===== src/neighborPkg.sv =====
package neighborPkg;

    // ~~~~~~~~~~~~~~~~~~~~~~~~~~~~~~~~~~~~~~~~~~~~~~~~~~~~~~~~~~~~~~~~~~~~~~
    // Sizes of the neighbor-list memory.
    localparam int NumPorts = 4;
    localparam int NumBanks = 4;
    localparam int BankWords = 16;
    localparam int FifoDepth = 4;
    localparam int BankLatency = 2;

    localparam int AddrWidth = 6;
    localparam int BankSelWidth = 2;
    localparam int WordAddrWidth = 4;
    localparam int DataWidth = 16;
    localparam int TagWidth = 2;

    localparam int FifoPtrWidth = $clog2(FifoDepth);
    localparam int FifoCountWidth = $clog2(FifoDepth + 1);
    localparam int BusyCntWidth = $clog2(BankLatency + 1);

    // ~~~~~~~~~~~~~~~~~~~~~~~~~~~~~~~~~~~~~~~~~~~~~~~~~~~~~~~~~~~~~~~~~~~~~~
    typedef logic [AddrWidth-1:0] addrT;          // Bank in the top bits, word below.
    typedef logic [BankSelWidth-1:0] bankSelT;
    typedef logic [WordAddrWidth-1:0] wordAddrT;
    typedef logic [DataWidth-1:0] dataT;
    typedef logic [TagWidth-1:0] tagT;            // Requester port number.

    typedef enum logic [1:0] {idle, route, stall, issue} dispStateT;

endpackage


===== src/requestArbiter.sv =====
`timescale 1ns/100ps

module requestArbiter (
    input  logic                                          clk,
    input  logic                                          reset,
    input  logic [neighborPkg::NumPorts-1:0]              reqValid,
    input  logic [neighborPkg::NumPorts-1:0]              reqWrite,
    input  neighborPkg::addrT [neighborPkg::NumPorts-1:0] reqAddr,
    input  neighborPkg::dataT [neighborPkg::NumPorts-1:0] reqData,
    input  logic                                          full,
    output logic [neighborPkg::NumPorts-1:0]              reqAccept,
    output logic                                          push,
    output logic                                          pushWrite,
    output neighborPkg::addrT                             pushAddr,
    output neighborPkg::dataT                             pushData,
    output neighborPkg::tagT                              pushTag
);

    logic [neighborPkg::NumPorts-1:0] eligible;
    neighborPkg::tagT lastWinner;
    neighborPkg::tagT winner;
    logic found;

    // A port whose accept is showing still holds its old request this cycle.
    assign eligible = reqValid & ~reqAccept;

    // ~~~~~~~~~~~~~~~~~~~~~~~~~~~~~~~~~~~~~~~~~~~~~~~~~~~~~~~~~~~~~~~~~~~~~~
    // Round-robin search, starting one past the last winner.
    always_comb begin
        neighborPkg::tagT cand;
        found = 1'b0;
        winner = lastWinner;
        cand = lastWinner;
        for (int offset = 1; offset <= neighborPkg::NumPorts; offset++) begin
            cand = neighborPkg::tagT'((int'(lastWinner) + offset) % neighborPkg::NumPorts);
            if (!found && eligible[cand]) begin
                found = 1'b1;
                winner = cand;
            end
        end
        if (full) begin
            found = 1'b0;  // No grant while the FIFO cannot take the entry.
        end
    end

    always_ff @(posedge clk) begin
        if (!reset) begin
            reqAccept <= '0;
            push <= 1'b0;
            lastWinner <= neighborPkg::tagT'(neighborPkg::NumPorts - 1);  // Port 0 goes first.
        end else begin
            push <= found;
            reqAccept <= '0;
            if (found) begin
                reqAccept[winner] <= 1'b1;
                lastWinner <= winner;
            end
        end
    end

    // Payload of the granted request, tagged with its port number.
    always_ff @(posedge clk) begin
        if (found) begin
            pushWrite <= reqWrite[winner];
            pushAddr <= reqAddr[winner];
            pushData <= reqData[winner];
            pushTag <= winner;
        end
    end

endmodule


===== src/requestFifo.sv =====
`timescale 1ns/100ps

module requestFifo (
    input  logic              clk,
    input  logic              reset,
    input  logic              push,
    input  logic              pushWrite,
    input  neighborPkg::addrT pushAddr,
    input  neighborPkg::dataT pushData,
    input  neighborPkg::tagT  pushTag,
    input  logic              pop,
    output logic              popWrite,
    output neighborPkg::addrT popAddr,
    output neighborPkg::dataT popData,
    output neighborPkg::tagT  popTag,
    output logic              empty,
    output logic              full
);

    logic              memWrite [neighborPkg::FifoDepth];
    neighborPkg::addrT memAddr [neighborPkg::FifoDepth];
    neighborPkg::dataT memData [neighborPkg::FifoDepth];
    neighborPkg::tagT  memTag [neighborPkg::FifoDepth];

    logic [neighborPkg::FifoPtrWidth-1:0] wrPtr;
    logic [neighborPkg::FifoPtrWidth-1:0] rdPtr;
    logic [neighborPkg::FifoCountWidth-1:0] count;

    assign empty = (count == 0);
    // The arbiter's push is one cycle behind its grant, so the last free slot counts as taken.
    assign full = (count == neighborPkg::FifoDepth) ||
                  ((count == neighborPkg::FifoDepth - 1) && push);

    always_ff @(posedge clk) begin
        if (!reset) begin
            wrPtr <= '0;
            rdPtr <= '0;
            count <= '0;
        end else begin
            if (push) begin
                wrPtr <= (wrPtr == neighborPkg::FifoDepth - 1) ? '0 : wrPtr + 1'b1;
            end
            if (pop) begin
                rdPtr <= (rdPtr == neighborPkg::FifoDepth - 1) ? '0 : rdPtr + 1'b1;
            end
            if (push && !pop) begin
                count <= count + 1'b1;
            end else if (pop && !push) begin
                count <= count - 1'b1;
            end
        end
    end

    always_ff @(posedge clk) begin
        if (push) begin
            memWrite[wrPtr] <= pushWrite;
            memAddr[wrPtr] <= pushAddr;
            memData[wrPtr] <= pushData;
            memTag[wrPtr] <= pushTag;
        end
        if (pop) begin
            popWrite <= memWrite[rdPtr];  // Valid in the cycle after the pop.
            popAddr <= memAddr[rdPtr];
            popData <= memData[rdPtr];
            popTag <= memTag[rdPtr];
        end
    end

endmodule


===== src/neighborMemCntl.sv =====
`timescale 1ns/100ps

module neighborMemCntl (
    input  logic                             clk,
    input  logic                             reset,
    input  logic                             empty,
    input  logic                             popWrite,
    input  neighborPkg::addrT                popAddr,
    input  neighborPkg::dataT                popData,
    input  neighborPkg::tagT                 popTag,
    input  logic [neighborPkg::NumBanks-1:0] busy,
    output logic                             pop,
    output logic [neighborPkg::NumBanks-1:0] issue,
    output logic                             issueWrite,
    output neighborPkg::wordAddrT            issueWord,
    output neighborPkg::dataT                issueData,
    output neighborPkg::tagT                 issueTag
);

    neighborPkg::dispStateT state;
    neighborPkg::dispStateT nextState;

    neighborPkg::bankSelT popBank;
    neighborPkg::bankSelT bankQ;
    logic writeQ;
    neighborPkg::wordAddrT wordQ;
    neighborPkg::dataT dataQ;
    neighborPkg::tagT tagQ;

    // Bank from the top address bits of the entry the FIFO presents.
    assign popBank = popAddr[neighborPkg::AddrWidth-1 -: neighborPkg::BankSelWidth];

    // ~~~~~~~~~~~~~~~~~~~~~~~~~~~~~~~~~~~~~~~~~~~~~~~~~~~~~~~~~~~~~~~~~~~~~~
    // Dispatch FSM.
    always_comb begin
        nextState = state;
        case (state)
            neighborPkg::idle: begin
                if (!empty) begin
                    nextState = neighborPkg::route;
                end
            end
            neighborPkg::route: begin
                if (busy[popBank]) begin
                    nextState = neighborPkg::stall;
                end else begin
                    nextState = neighborPkg::issue;
                end
            end
            neighborPkg::stall: begin
                if (!busy[bankQ]) begin
                    nextState = neighborPkg::issue;  // Wait ends once the bank is free.
                end
            end
            neighborPkg::issue: begin
                nextState = neighborPkg::idle;
            end
            default: begin
                nextState = neighborPkg::idle;
            end
        endcase
    end

    always_ff @(posedge clk) begin
        if (!reset) begin
            state <= neighborPkg::idle;
        end else begin
            state <= nextState;
        end
    end

    // The popped request is held from route until its issue.
    always_ff @(posedge clk) begin
        if (state == neighborPkg::route) begin
            bankQ <= popBank;
            writeQ <= popWrite;
            wordQ <= popAddr[neighborPkg::WordAddrWidth-1:0];
            dataQ <= popData;
            tagQ <= popTag;
        end
    end

    // ~~~~~~~~~~~~~~~~~~~~~~~~~~~~~~~~~~~~~~~~~~~~~~~~~~~~~~~~~~~~~~~~~~~~~~
    // Strobes and the shared issue bus.
    always_comb begin
        pop = (state == neighborPkg::idle) && !empty;
        issue = '0;
        if (state == neighborPkg::issue) begin
            issue[bankQ] = 1'b1;  // Only the decoded bank sees the pulse.
        end
    end

    assign issueWrite = writeQ;
    assign issueWord = wordQ;
    assign issueData = dataQ;
    assign issueTag = tagQ;

endmodule


===== src/neighborBankCntl.sv =====
`timescale 1ns/100ps

module neighborBankCntl (
    input  logic                  clk,
    input  logic                  reset,
    input  logic                  issue,
    input  logic                  issueWrite,
    input  neighborPkg::wordAddrT issueWord,
    input  neighborPkg::dataT     issueData,
    input  neighborPkg::tagT      issueTag,
    output logic                  busy,
    output logic                  rspValid,
    output neighborPkg::tagT      rspTag,
    output neighborPkg::dataT     rspData
);

    neighborPkg::dataT mem [neighborPkg::BankWords];

    logic [neighborPkg::BusyCntWidth-1:0] busyCnt;
    logic readPending;
    neighborPkg::dataT readData;
    neighborPkg::tagT readTag;

    assign busy = (busyCnt != 0);

    // ~~~~~~~~~~~~~~~~~~~~~~~~~~~~~~~~~~~~~~~~~~~~~~~~~~~~~~~~~~~~~~~~~~~~~~
    // Control: busy window and read pipeline valids.
    always_ff @(posedge clk) begin
        if (!reset) begin
            busyCnt <= '0;
            readPending <= 1'b0;
            rspValid <= 1'b0;
        end else begin
            if (issue) begin
                busyCnt <= neighborPkg::BusyCntWidth'(neighborPkg::BankLatency);
            end else if (busyCnt != 0) begin
                busyCnt <= busyCnt - 1'b1;
            end
            readPending <= issue && !issueWrite;
            rspValid <= readPending;  // Two cycles after the issue.
        end
    end

    // Storage and the read data path.
    always_ff @(posedge clk) begin
        if (issue && issueWrite) begin
            mem[issueWord] <= issueData;
        end
        if (issue && !issueWrite) begin
            readData <= mem[issueWord];
            readTag <= issueTag;
        end
        if (readPending) begin
            rspData <= readData;
            rspTag <= readTag;
        end
    end

endmodule


===== src/neighborMemTop.sv =====
`timescale 1ns/100ps

module neighborMemTop (
    input  logic                                          clk,
    input  logic                                          reset,
    input  logic [neighborPkg::NumPorts-1:0]              reqValid,
    input  logic [neighborPkg::NumPorts-1:0]              reqWrite,
    input  neighborPkg::addrT [neighborPkg::NumPorts-1:0] reqAddr,
    input  neighborPkg::dataT [neighborPkg::NumPorts-1:0] reqData,
    output logic [neighborPkg::NumPorts-1:0]              reqAccept,
    output logic [neighborPkg::NumBanks-1:0]              rspValid,
    output neighborPkg::tagT [neighborPkg::NumBanks-1:0]  rspTag,
    output neighborPkg::dataT [neighborPkg::NumBanks-1:0] rspData
);

    logic push;
    logic pushWrite;
    neighborPkg::addrT pushAddr;
    neighborPkg::dataT pushData;
    neighborPkg::tagT pushTag;
    logic full;
    logic empty;
    logic pop;
    logic popWrite;
    neighborPkg::addrT popAddr;
    neighborPkg::dataT popData;
    neighborPkg::tagT popTag;
    logic [neighborPkg::NumBanks-1:0] busy;
    logic [neighborPkg::NumBanks-1:0] issue;
    logic issueWrite;
    neighborPkg::wordAddrT issueWord;
    neighborPkg::dataT issueData;
    neighborPkg::tagT issueTag;

    requestArbiter arb0 (
        .clk(clk), .reset(reset),
        .reqValid(reqValid), .reqWrite(reqWrite), .reqAddr(reqAddr), .reqData(reqData),
        .full(full), .reqAccept(reqAccept),
        .push(push), .pushWrite(pushWrite), .pushAddr(pushAddr),
        .pushData(pushData), .pushTag(pushTag)
    );

    requestFifo fifo0 (
        .clk(clk), .reset(reset),
        .push(push), .pushWrite(pushWrite), .pushAddr(pushAddr),
        .pushData(pushData), .pushTag(pushTag), .pop(pop),
        .popWrite(popWrite), .popAddr(popAddr), .popData(popData), .popTag(popTag),
        .empty(empty), .full(full)
    );

    neighborMemCntl cntl0 (
        .clk(clk), .reset(reset), .empty(empty),
        .popWrite(popWrite), .popAddr(popAddr), .popData(popData), .popTag(popTag),
        .busy(busy), .pop(pop), .issue(issue), .issueWrite(issueWrite),
        .issueWord(issueWord), .issueData(issueData), .issueTag(issueTag)
    );

    // One controller per bank on the shared issue bus.
    for (genvar b = 0; b < neighborPkg::NumBanks; b++) begin : genBank
        neighborBankCntl bank (
            .clk(clk), .reset(reset), .issue(issue[b]), .issueWrite(issueWrite),
            .issueWord(issueWord), .issueData(issueData), .issueTag(issueTag),
            .busy(busy[b]), .rspValid(rspValid[b]), .rspTag(rspTag[b]), .rspData(rspData[b])
        );
    end

endmodule


===== config.mk =====
export PLATFORM = sky130hd
export DESIGN_NAME = neighborMemTop
export DESIGN_NICKNAME = d
export VERILOG_FILES = /design/src/neighborPkg.sv /design/src/requestArbiter.sv /design/src/requestFifo.sv /design/src/neighborMemCntl.sv /design/src/neighborBankCntl.sv /design/src/neighborMemTop.sv
export SDC_FILE = /design/constraint.sdc
export NUM_CORES = 1
export LEC_CHECK = 0
export BUFFER_PORTS_ARGS = -buffer_cell sky130_fd_sc_hd__buf_2
export CAP_MARGIN = 10
export CORE_AREA = 2 2 388 390
export CTS_CLUSTER_DIAMETER = 150
export DETAILED_ROUTE_END_ITERATION = 10
export DIE_AREA = 0 0 390 392
export PLACE_DENSITY = 0.55
export REMOVE_ABC_BUFFERS = 1
export SETUP_SLACK_MARGIN = 0.5
export SLEW_MARGIN = 20
export SYNTH_ARGS = -nofsm -noshare
export SYNTH_HDL_FRONTEND = slang
export SYNTH_HIERARCHICAL = 1
export SYNTH_SLANG_ARGS = --single-unit

===== constraint.sdc =====
create_clock -name clk -period 5.4 [get_ports clk]
set_input_delay 0.27 -clock clk [delete_from_list [all_inputs] [get_ports clk]]
set_output_delay 0.27 -clock clk [all_outputs]
set_load 0.02 [all_outputs]

# Word level (Yosys, flattened, before mapping)
# Memories as Yosys holds them, arrays and structs flattened. A register that Yosys moved wholly into a read port is not among the register bits.
# Index checks and enable logic that the tools add are counted.
totals:
  regBits: 162
  ram_bits: 1124
  inputBits: 98
  wordCells: 185
  n_memories: 8
memory_table:
  columns: ["name", "words", "word_bits", "read_ports", "rd_clocked_by_memory_dff", "wr", "line_no", "text"]
  rows:
  - ["genBank[0].bank.mem", 16, 16, 1, 1, 1, "neighborBankCntl.sv:17", "neighborPkg::dataT mem [neighborPkg::BankWords];"]
  - ["genBank[1].bank.mem", 16, 16, 1, 1, 1, "neighborBankCntl.sv:17", null]
  - ["genBank[2].bank.mem", 16, 16, 1, 1, 1, "neighborBankCntl.sv:17", null]
  - ["genBank[3].bank.mem", 16, 16, 1, 1, 1, "neighborBankCntl.sv:17", null]
  - ["fifo0.memData", 4, 16, 1, 1, 1, "requestFifo.sv:22", "neighborPkg::dataT memData [neighborPkg::FifoDepth];"]
  - ["fifo0.memAddr", 4, 6, 1, 1, 1, "requestFifo.sv:21", "neighborPkg::addrT memAddr [neighborPkg::FifoDepth];"]
  - ["+2 memories", null, null, null, null, null, null, null]
classes:
  n_addsub: 12
  magnitude_cmp: 9
  n_eq_ne: 9
  n_mux: 58
  bitwise_logic: 3
  n_reduce_logical: 42
op_table:
  columns: ["op", "count"]
  rows:
  - ["$bmux W16 S2", 1]
  - ["$mux W2", 16]
  - ["$mux W1", 25]
  - ["$lt A2 B3 Y1 const B", 7]
  - ["$reduce_bool A2 Y1", 9]
  - ["$logic_and A1 B1 Y1", 17]
  - ["$mux W16", 1]
  - ["$bmux W1 S2", 7]
  - ["$bmux W6 S2", 1]
  - ["$add A2 B1 Y2 const B", 4]
  - ["$eq A2 B2 Y1 const B", 4]
  - ["$pmux W2 S4", 1]
  - ["$reduce_or A2 Y1", 4]
  - ["$sub A2 B1 Y2 const B", 4]
  - ["$logic_not A1 Y1", 7]
  - ["$mux W3", 2]
  - ["$mux W6", 1]
  - ["$add A2 B2 Y2 const B", 2]
  - ["$and A4 B4 Y4", 1]
  - ["$demux W1 S2", 2]
  - ["$ge A2 B1 Y1 const B", 2]
  - ["$mux W4", 1]
  - ["$ne A2 B2 Y1 const B", 2]
  - ["$not A4 Y4", 1]
  - ["other kinds (10)", 11]

# Depth between registers and ports, before layout
logic_depth:
  word_depth: 18
  ltp_mapped: 10

# Modules after synthesis
# Netlist, hierarchy kept.
by_module_without_submodules:
  columns: ["module", "instances", "cells_each", "area_each_um2", "seq_area_each_um2"]
  rows:
  - ["neighborBankCntl", 4, 468, 10974.3, 8848.5]
  - ["requestFifo", 1, 201, 4837.1, 3893.7]
  - ["requestArbiter", 1, 214, 2058.2, 890.9]
  - ["neighborMemCntl", 1, 50, 1034.7, 790.8]

# Worst setup path after synthesis
# Ideal clock, no wire load.
synth_path:
  path_kind: "flip-flop to flip-flop"
  start: "register cntl0.state[0]"
  end: "register fifo0/count[2] in the netlist's numbering"
  setup_time_ns: 0.076
  arrival_time_ns: 3.150
  path_slack_ns: 2.175
  stages_incl_launch_ff: 11
  path_cell_list: "dfxtp_1 inv_1 ha_1 nor2b_1 inv_1 ha_1 inv_1 fa_1 xor2_1 or3_1 a21boi_0"
synth_via:
  elab_chain_cells: 5
  elab_cells_between_ends: 7
  classes_between: "mux (1); reduce/logical (6)"
synth_rtl:
  columns: ["item", "line_no", "text"]
  rows:
  - ["from (decl)", "neighborMemCntl.sv:20", "neighborPkg::dispStateT state;"]
  - ["from (signal assigned)", "neighborMemCntl.sv:66", "state <= neighborPkg::idle;"]
  - ["from (signal assigned)", "neighborMemCntl.sv:68", "state <= nextState;"]
  - ["$logic_not A2 Y1 (*)", "neighborMemCntl.sv:86", "pop = (state == neighborPkg::idle) && !empty;"]
  - ["$logic_and A1 B1 Y1 (*)", "neighborMemCntl.sv:86", null]
  - ["named net pop", "neighborMemTop.sv:23", "logic pop;"]
  - ["$logic_not A1 Y1", "requestFifo.sv:46", "if (push && !pop) begin"]
  - ["$logic_and A1 B1 Y1", "requestFifo.sv:46", null]
  - ["$mux W3 / $reduce_bool A2 Y1 (equally long branches)", null, null]
  - ["to (signal assigned)", "requestFifo.sv:47", "count <= count + 1'b1;"]
  - ["to (signal assigned)", "requestFifo.sv:49", "count <= count - 1'b1;"]
  - ["to (decl)", "requestFifo.sv:27", "logic [neighborPkg::FifoCountWidth-1:0] count;"]
# The timed path passes the listed nets; every way through them passes the cells marked *.
# A chain may end at the register's enable or synchronous reset.

# Worst setup path after layout
layout_path:
  start: "register arb0.lastWinner[1]"
  end: "register arb0.pushAddr[2] (data pin)"
layout_via:
  elab_chain_cells: 15
  elab_cells_between_ends: 27
  classes_between: "add/sub (4); mux (17); reduce/logical (6)"
layout_rtl:
  columns: ["item", "line_no", "text"]
  rows:
  - ["from (decl)", "requestArbiter.sv:20", "neighborPkg::tagT lastWinner;"]
  - ["from (signal assigned)", "requestArbiter.sv:50", "lastWinner <= neighborPkg::tagT'(neighborPkg::NumPorts - 1);"]
  - ["from (signal assigned)", "requestArbiter.sv:56", "lastWinner <= winner;"]
  - ["$add A2 B1 Y2", "requestArbiter.sv:35", "cand = neighborPkg::tagT'((int'(lastWinner) + offset) % neighborPkg::NumPorts);"]
  - ["$bmux W1 S2", "requestArbiter.sv:36", "if (!found && eligible[cand]) begin"]
  - ["$mux W1 (implied by the code)", "requestArbiter.sv:36", null]
  - ["$mux W1", "requestArbiter.sv:36", null]
  - ["$logic_not A1 Y1", "requestArbiter.sv:36", null]
  - ["$logic_and A1 B1 Y1", "requestArbiter.sv:36", null]
  - ["$mux W1", "requestArbiter.sv:36", null]
  - ["$logic_not A1 Y1", "requestArbiter.sv:36", null]
  - ["$logic_and A1 B1 Y1", "requestArbiter.sv:36", null]
  - ["$mux W1", "requestArbiter.sv:36", null]
  - ["$logic_not A1 Y1", "requestArbiter.sv:36", null]
  - ["$logic_and A1 B1 Y1", "requestArbiter.sv:36", null]
  - ["$mux W2 (*)", "requestArbiter.sv:36", null]
  - ["$bmux W6 S2 (*)", "requestArbiter.sv:65", "pushAddr <= reqAddr[winner];"]
  - ["$mux W6 (implied by the code) (*)", "requestArbiter.sv:65", null]
  - ["to (signal assigned)", "requestArbiter.sv:65", null]
  - ["to (decl)", "requestArbiter.sv:14", "output neighborPkg::addrT pushAddr,"]
# Every way passes the cells marked *; elsewhere a longest branch is shown, timed or not. The select of a mux whose other input is x is not followed.

==> flow_metrics.py <==
metrics = {
    "power": {
        "p_seq_frac": 0.458,
        "p_leak_nw": 19.38,
        "clkPwrFrac": 0.329,
        "powerDensity_nw_per_um2": 495.9,
        "combPwrFrac": 0.212,
        "swShare": 0.2818,
        "vdd_drop_max_uv": 552.2,
        "p_int_mw": 21.56,
        "power.switching_mw": 8.458,
    },
    "flow_run": {
        "max_cap_violations": 0,
    },
    "cells_and_area": {
        "finalInstanceArea_sq_um": 60530,
        "n_fill_cell": 13015,
        "postLayoutCoreUtil": 0.4066,
        "nets": 2801,
        "drive_gt1_frac": 0.3033,
        "area_growth_pct": 16.79,
        "antenna_cells": 0,
        "seqCellArea_sq_um": 40970,
        "multiInputGateArea_sq_um": 10050,
    },
    "placed_design": {
        "place.gp.congestion": 0.8226,
        "portBuffers": 177,
        "dpl_cell_area_sq_um": 55250,
        "dp_hpwl_um": 65950,
        "dp_slack_ns": 2.359,
    },
    "grt": {
        "track_usage": 0.1530,
        "grt_max_degree": 106,
        "antenna_found_initial": 5,
        "grt_overflow_total": 0,
        "grt_pass1_vias": 25441,
        "grt_pass1_wl_um": 171400,
    },
    "setup_path": {
        "max_stage_delay_ns": 0.74,
        "cp_max_fo": 26,
        "rr_worst_depth": 7,
        "end_kind": "register",
        "crit_path_cell_trace": "and3b_4, o21bai_1, o211a_1, inv_4, a31oi_1, a22oi_1, dlygate4sd3_1",
        "cp.required_ns": 5.92,
        "path_class": "register to register",
        "startpoint": "arb0/lastWinner[1]",
        "cp-start-kind": "register",
        "critPathSlowestCell": "o211a_1",
        "regToRegSetupSlack_ns": 2.24,
        "worstPathArrival_ns": 3.69,
        "rr_startpoint": "arb0/lastWinner[1]",
        "worstReg2RegEnd": "arb0/pushAddr[2]",
    },
    "sta": {
        "slew_headroom": 0.2493,
        "fin_ws_ns": 2.238,
        "tightest_slew_ns": 1.125,
        "clock_skew_ns": 0.02526,
        "holdWs_ns": 0.06755,
        "rsz0062_at_grt": "no",
        "hold_violations": 0,
        "drv_slew": 0,
        "period_share": 0.5856,
        "max_freq_mhz": 316.2,
        "setup_violations": 0,
        "period_needed_ns": 3.162,
    },
    "floorplanning": {
        "dieHeight_um": 392,
        "num_rows": 142,
        "io_pins": 178,
        "die_x_um": 390,
        "die_area_sq_um": 152900,
        "core_sq_um": 148900,
        "initial_core_util": 0.3481,
    },
    "clocking": {
        "numCtsBuffers": 146,
        "clock_path_buffers": 3,
        "cts_max_level": 4,
        "clk_latency_ns": 0.78,
        "cts.sinks": 1375,
        "cts_tree": "done",
        "cts.clk_slew.worst_paths_ns": 0.06,
        "cts-root-buf": "clkbuf_16",
    },
    "logic_synthesis": {
        "ys_warn_count": 6,
        "syn_avg_cell_area_sq_um": 22.18,
        "synth.distinct_cells": 57,
        "ys_ff_latch": 1375,
        "async_reset_ff_frac": 0,
        "ys_top_cells_by_count": "edfxtp_1, mux4_2, a22oi_1",
        "ys_seq_area_frac": 0.7905,
        "synth.area.top_cells": "edfxtp_1, mux4_2, a22oi_1, dfxtp_1, a22oi_2",
        "yosysMostFrequentCell": "edfxtp_1",
        "synth-edff-count": 1343,
        "ys.flop_type": "edfxtp_1",
        "netlist.area_leader.share": 0.7781,
        "synth_area_sq_um": 51830,
        "synth_top_area_cell": "edfxtp_1",
        "synth_cells": 2337,
    },
    "route": {
        "vias": 24585,
        "dr.pass1.iters": 5,
        "drt_wl_total_um": 117100,
        "via_per_inst": 5.169,
        "wl_per_cell_um": 24.63,
        "drt_iter0_drc": 2341,
        "drc": 0,
        "route.antenna.remaining_nets": 0,
    },
    "status": {
        "status": "completed",
    },
    "min_path": {
        "hp-class": "input port to register",
        "whs_path_depth": 6,
        "min_from": "reqValid[2]",
        "worstHoldEndpoint": "arb0/lastWinner[0]",
    },
}
-- registers in the layout (all words and copies together) (netlist names), 6 cells and up --
register,cells
arb0/pushAddr,6
fifo0/popAddr,6
cntl0/issueData,16
genBank.bank/busyCnt,8
genBank.bank/mem,1024
arb0/pushData,16
fifo0/memTag,8
genBank.bank/rspTag,8
fifo0/popData,16
genBank.bank/readTag,8
genBank.bank/rspData,64
fifo0/memData,64
fifo0/memAddr,24
genBank.bank/readData,64
-- power groups by stage --
stage	registers, mW	clock network [mW]	logic [mW]
floorplan	14.7	0	3.79
global placement	14.0	0	6.02
detailed placement	14.0	0	6.21
CTS	13.8	10.1	6.46
global route	13.8	10.5	6.92
finish	13.8	9.89	6.37
-- logic make-up (layout without fill, tap and decap cells) --
kind of cell,after synthesis,in the layout,synth area share
flops,1375,1375,0.7905
compound gates,264,264,0.03742
xor+xnor,2,2,0.0003380
simple gates,255,255,0.02525
buf+inv,141,616,0.01900
fa+ha+maj,12,12,0.003042
mux,288,288,0.1245
-- what timing repair did --
item,4_1_cts,5_1_grt
resized for setup,0,0
endpoints found under the setup margin,0,0
hold buffers,46,0
setup buffers,0,0
hold endpoints to repair,23,0
-- layout by cell type, fill, tap and decap left out, drive strengths merged, types with 6 or more instances in the layout --
cell type	instances
edfxtp	1343
buf	291
mux4	283
clkbuf	171
a22oi	152
nand2	79
clkinv	67
nor2	58
o21ai	50
a31oi	46
dlygate4sd3	46
dfxtp	32
nor2b	24
nor3	23
inv	20
and2	17
bufinv	14
nand2b	13
ha	11
nand4b	8
clkinvlp	7
nand3	6
a21oi	6
-- per-stage QoR --
step | total power [mW] | TNS [ns] | std cells
6_report | 30.02 | 0 | 4756
5_1_grt | 31.29 | 0 | 4756
4_1_cts | 30.35 | 0 | 4755
3_5_place_dp | 20.20 | 0 | 4440
3_3_place_gp | 19.97 | 0 | 4440
2_1_floorplan | 18.50 | -6832.64 | 2206
-- worst max path at each step --
stage,endpoint,slack [ns]
2_1_floorplan,genBank[0].bank/mem[3][0],-7.46
3_3_place_gp,genBank[3].bank/readData[8],2.40
3_5_place_dp,genBank[3].bank/mem[2][11],2.36
4_1_cts,arb0/pushAddr[2],2.21
5_1_grt,arb0/pushAddr[2],1.98
6_report,arb0/pushAddr[2],2.24
-- layer usage --
layer | up-vias | global-route usage | wire length [um]
li1 | 10532 | - | -
met1 | 13043 | 0.2072 | 49940
met2 | 843 | 0.2513 | 57180
met3 | 163 | 0.03160 | 7464
met4 | 4 | 0.04142 | 2521
met5 | - | 0 | 34
-- cell type report --
| cell class | count | share of cell area |
|---|---|---|
| Multi-Input combinational cell | 821 | 0.1660 |
| Clock inverter | 98 | 0.01668 |
| Tap cell | 1944 | 0.04018 |
| Clock buffer | 171 | 0.06226 |
| Inverter | 10 | 0.0006615 |
| Timing Repair Buffer | 337 | 0.03733 |
| Sequential cell | 1375 | 0.6769 |
-- critical path: cells and delay by family, from the launching register on --
family,cells,cell delay (ns)
flops,1,0.42
buf+inv,2,0.85
simple gates,1,0.26
compound gates,4,1.37
Note: power is estimated with default switching activity, not from simulation.
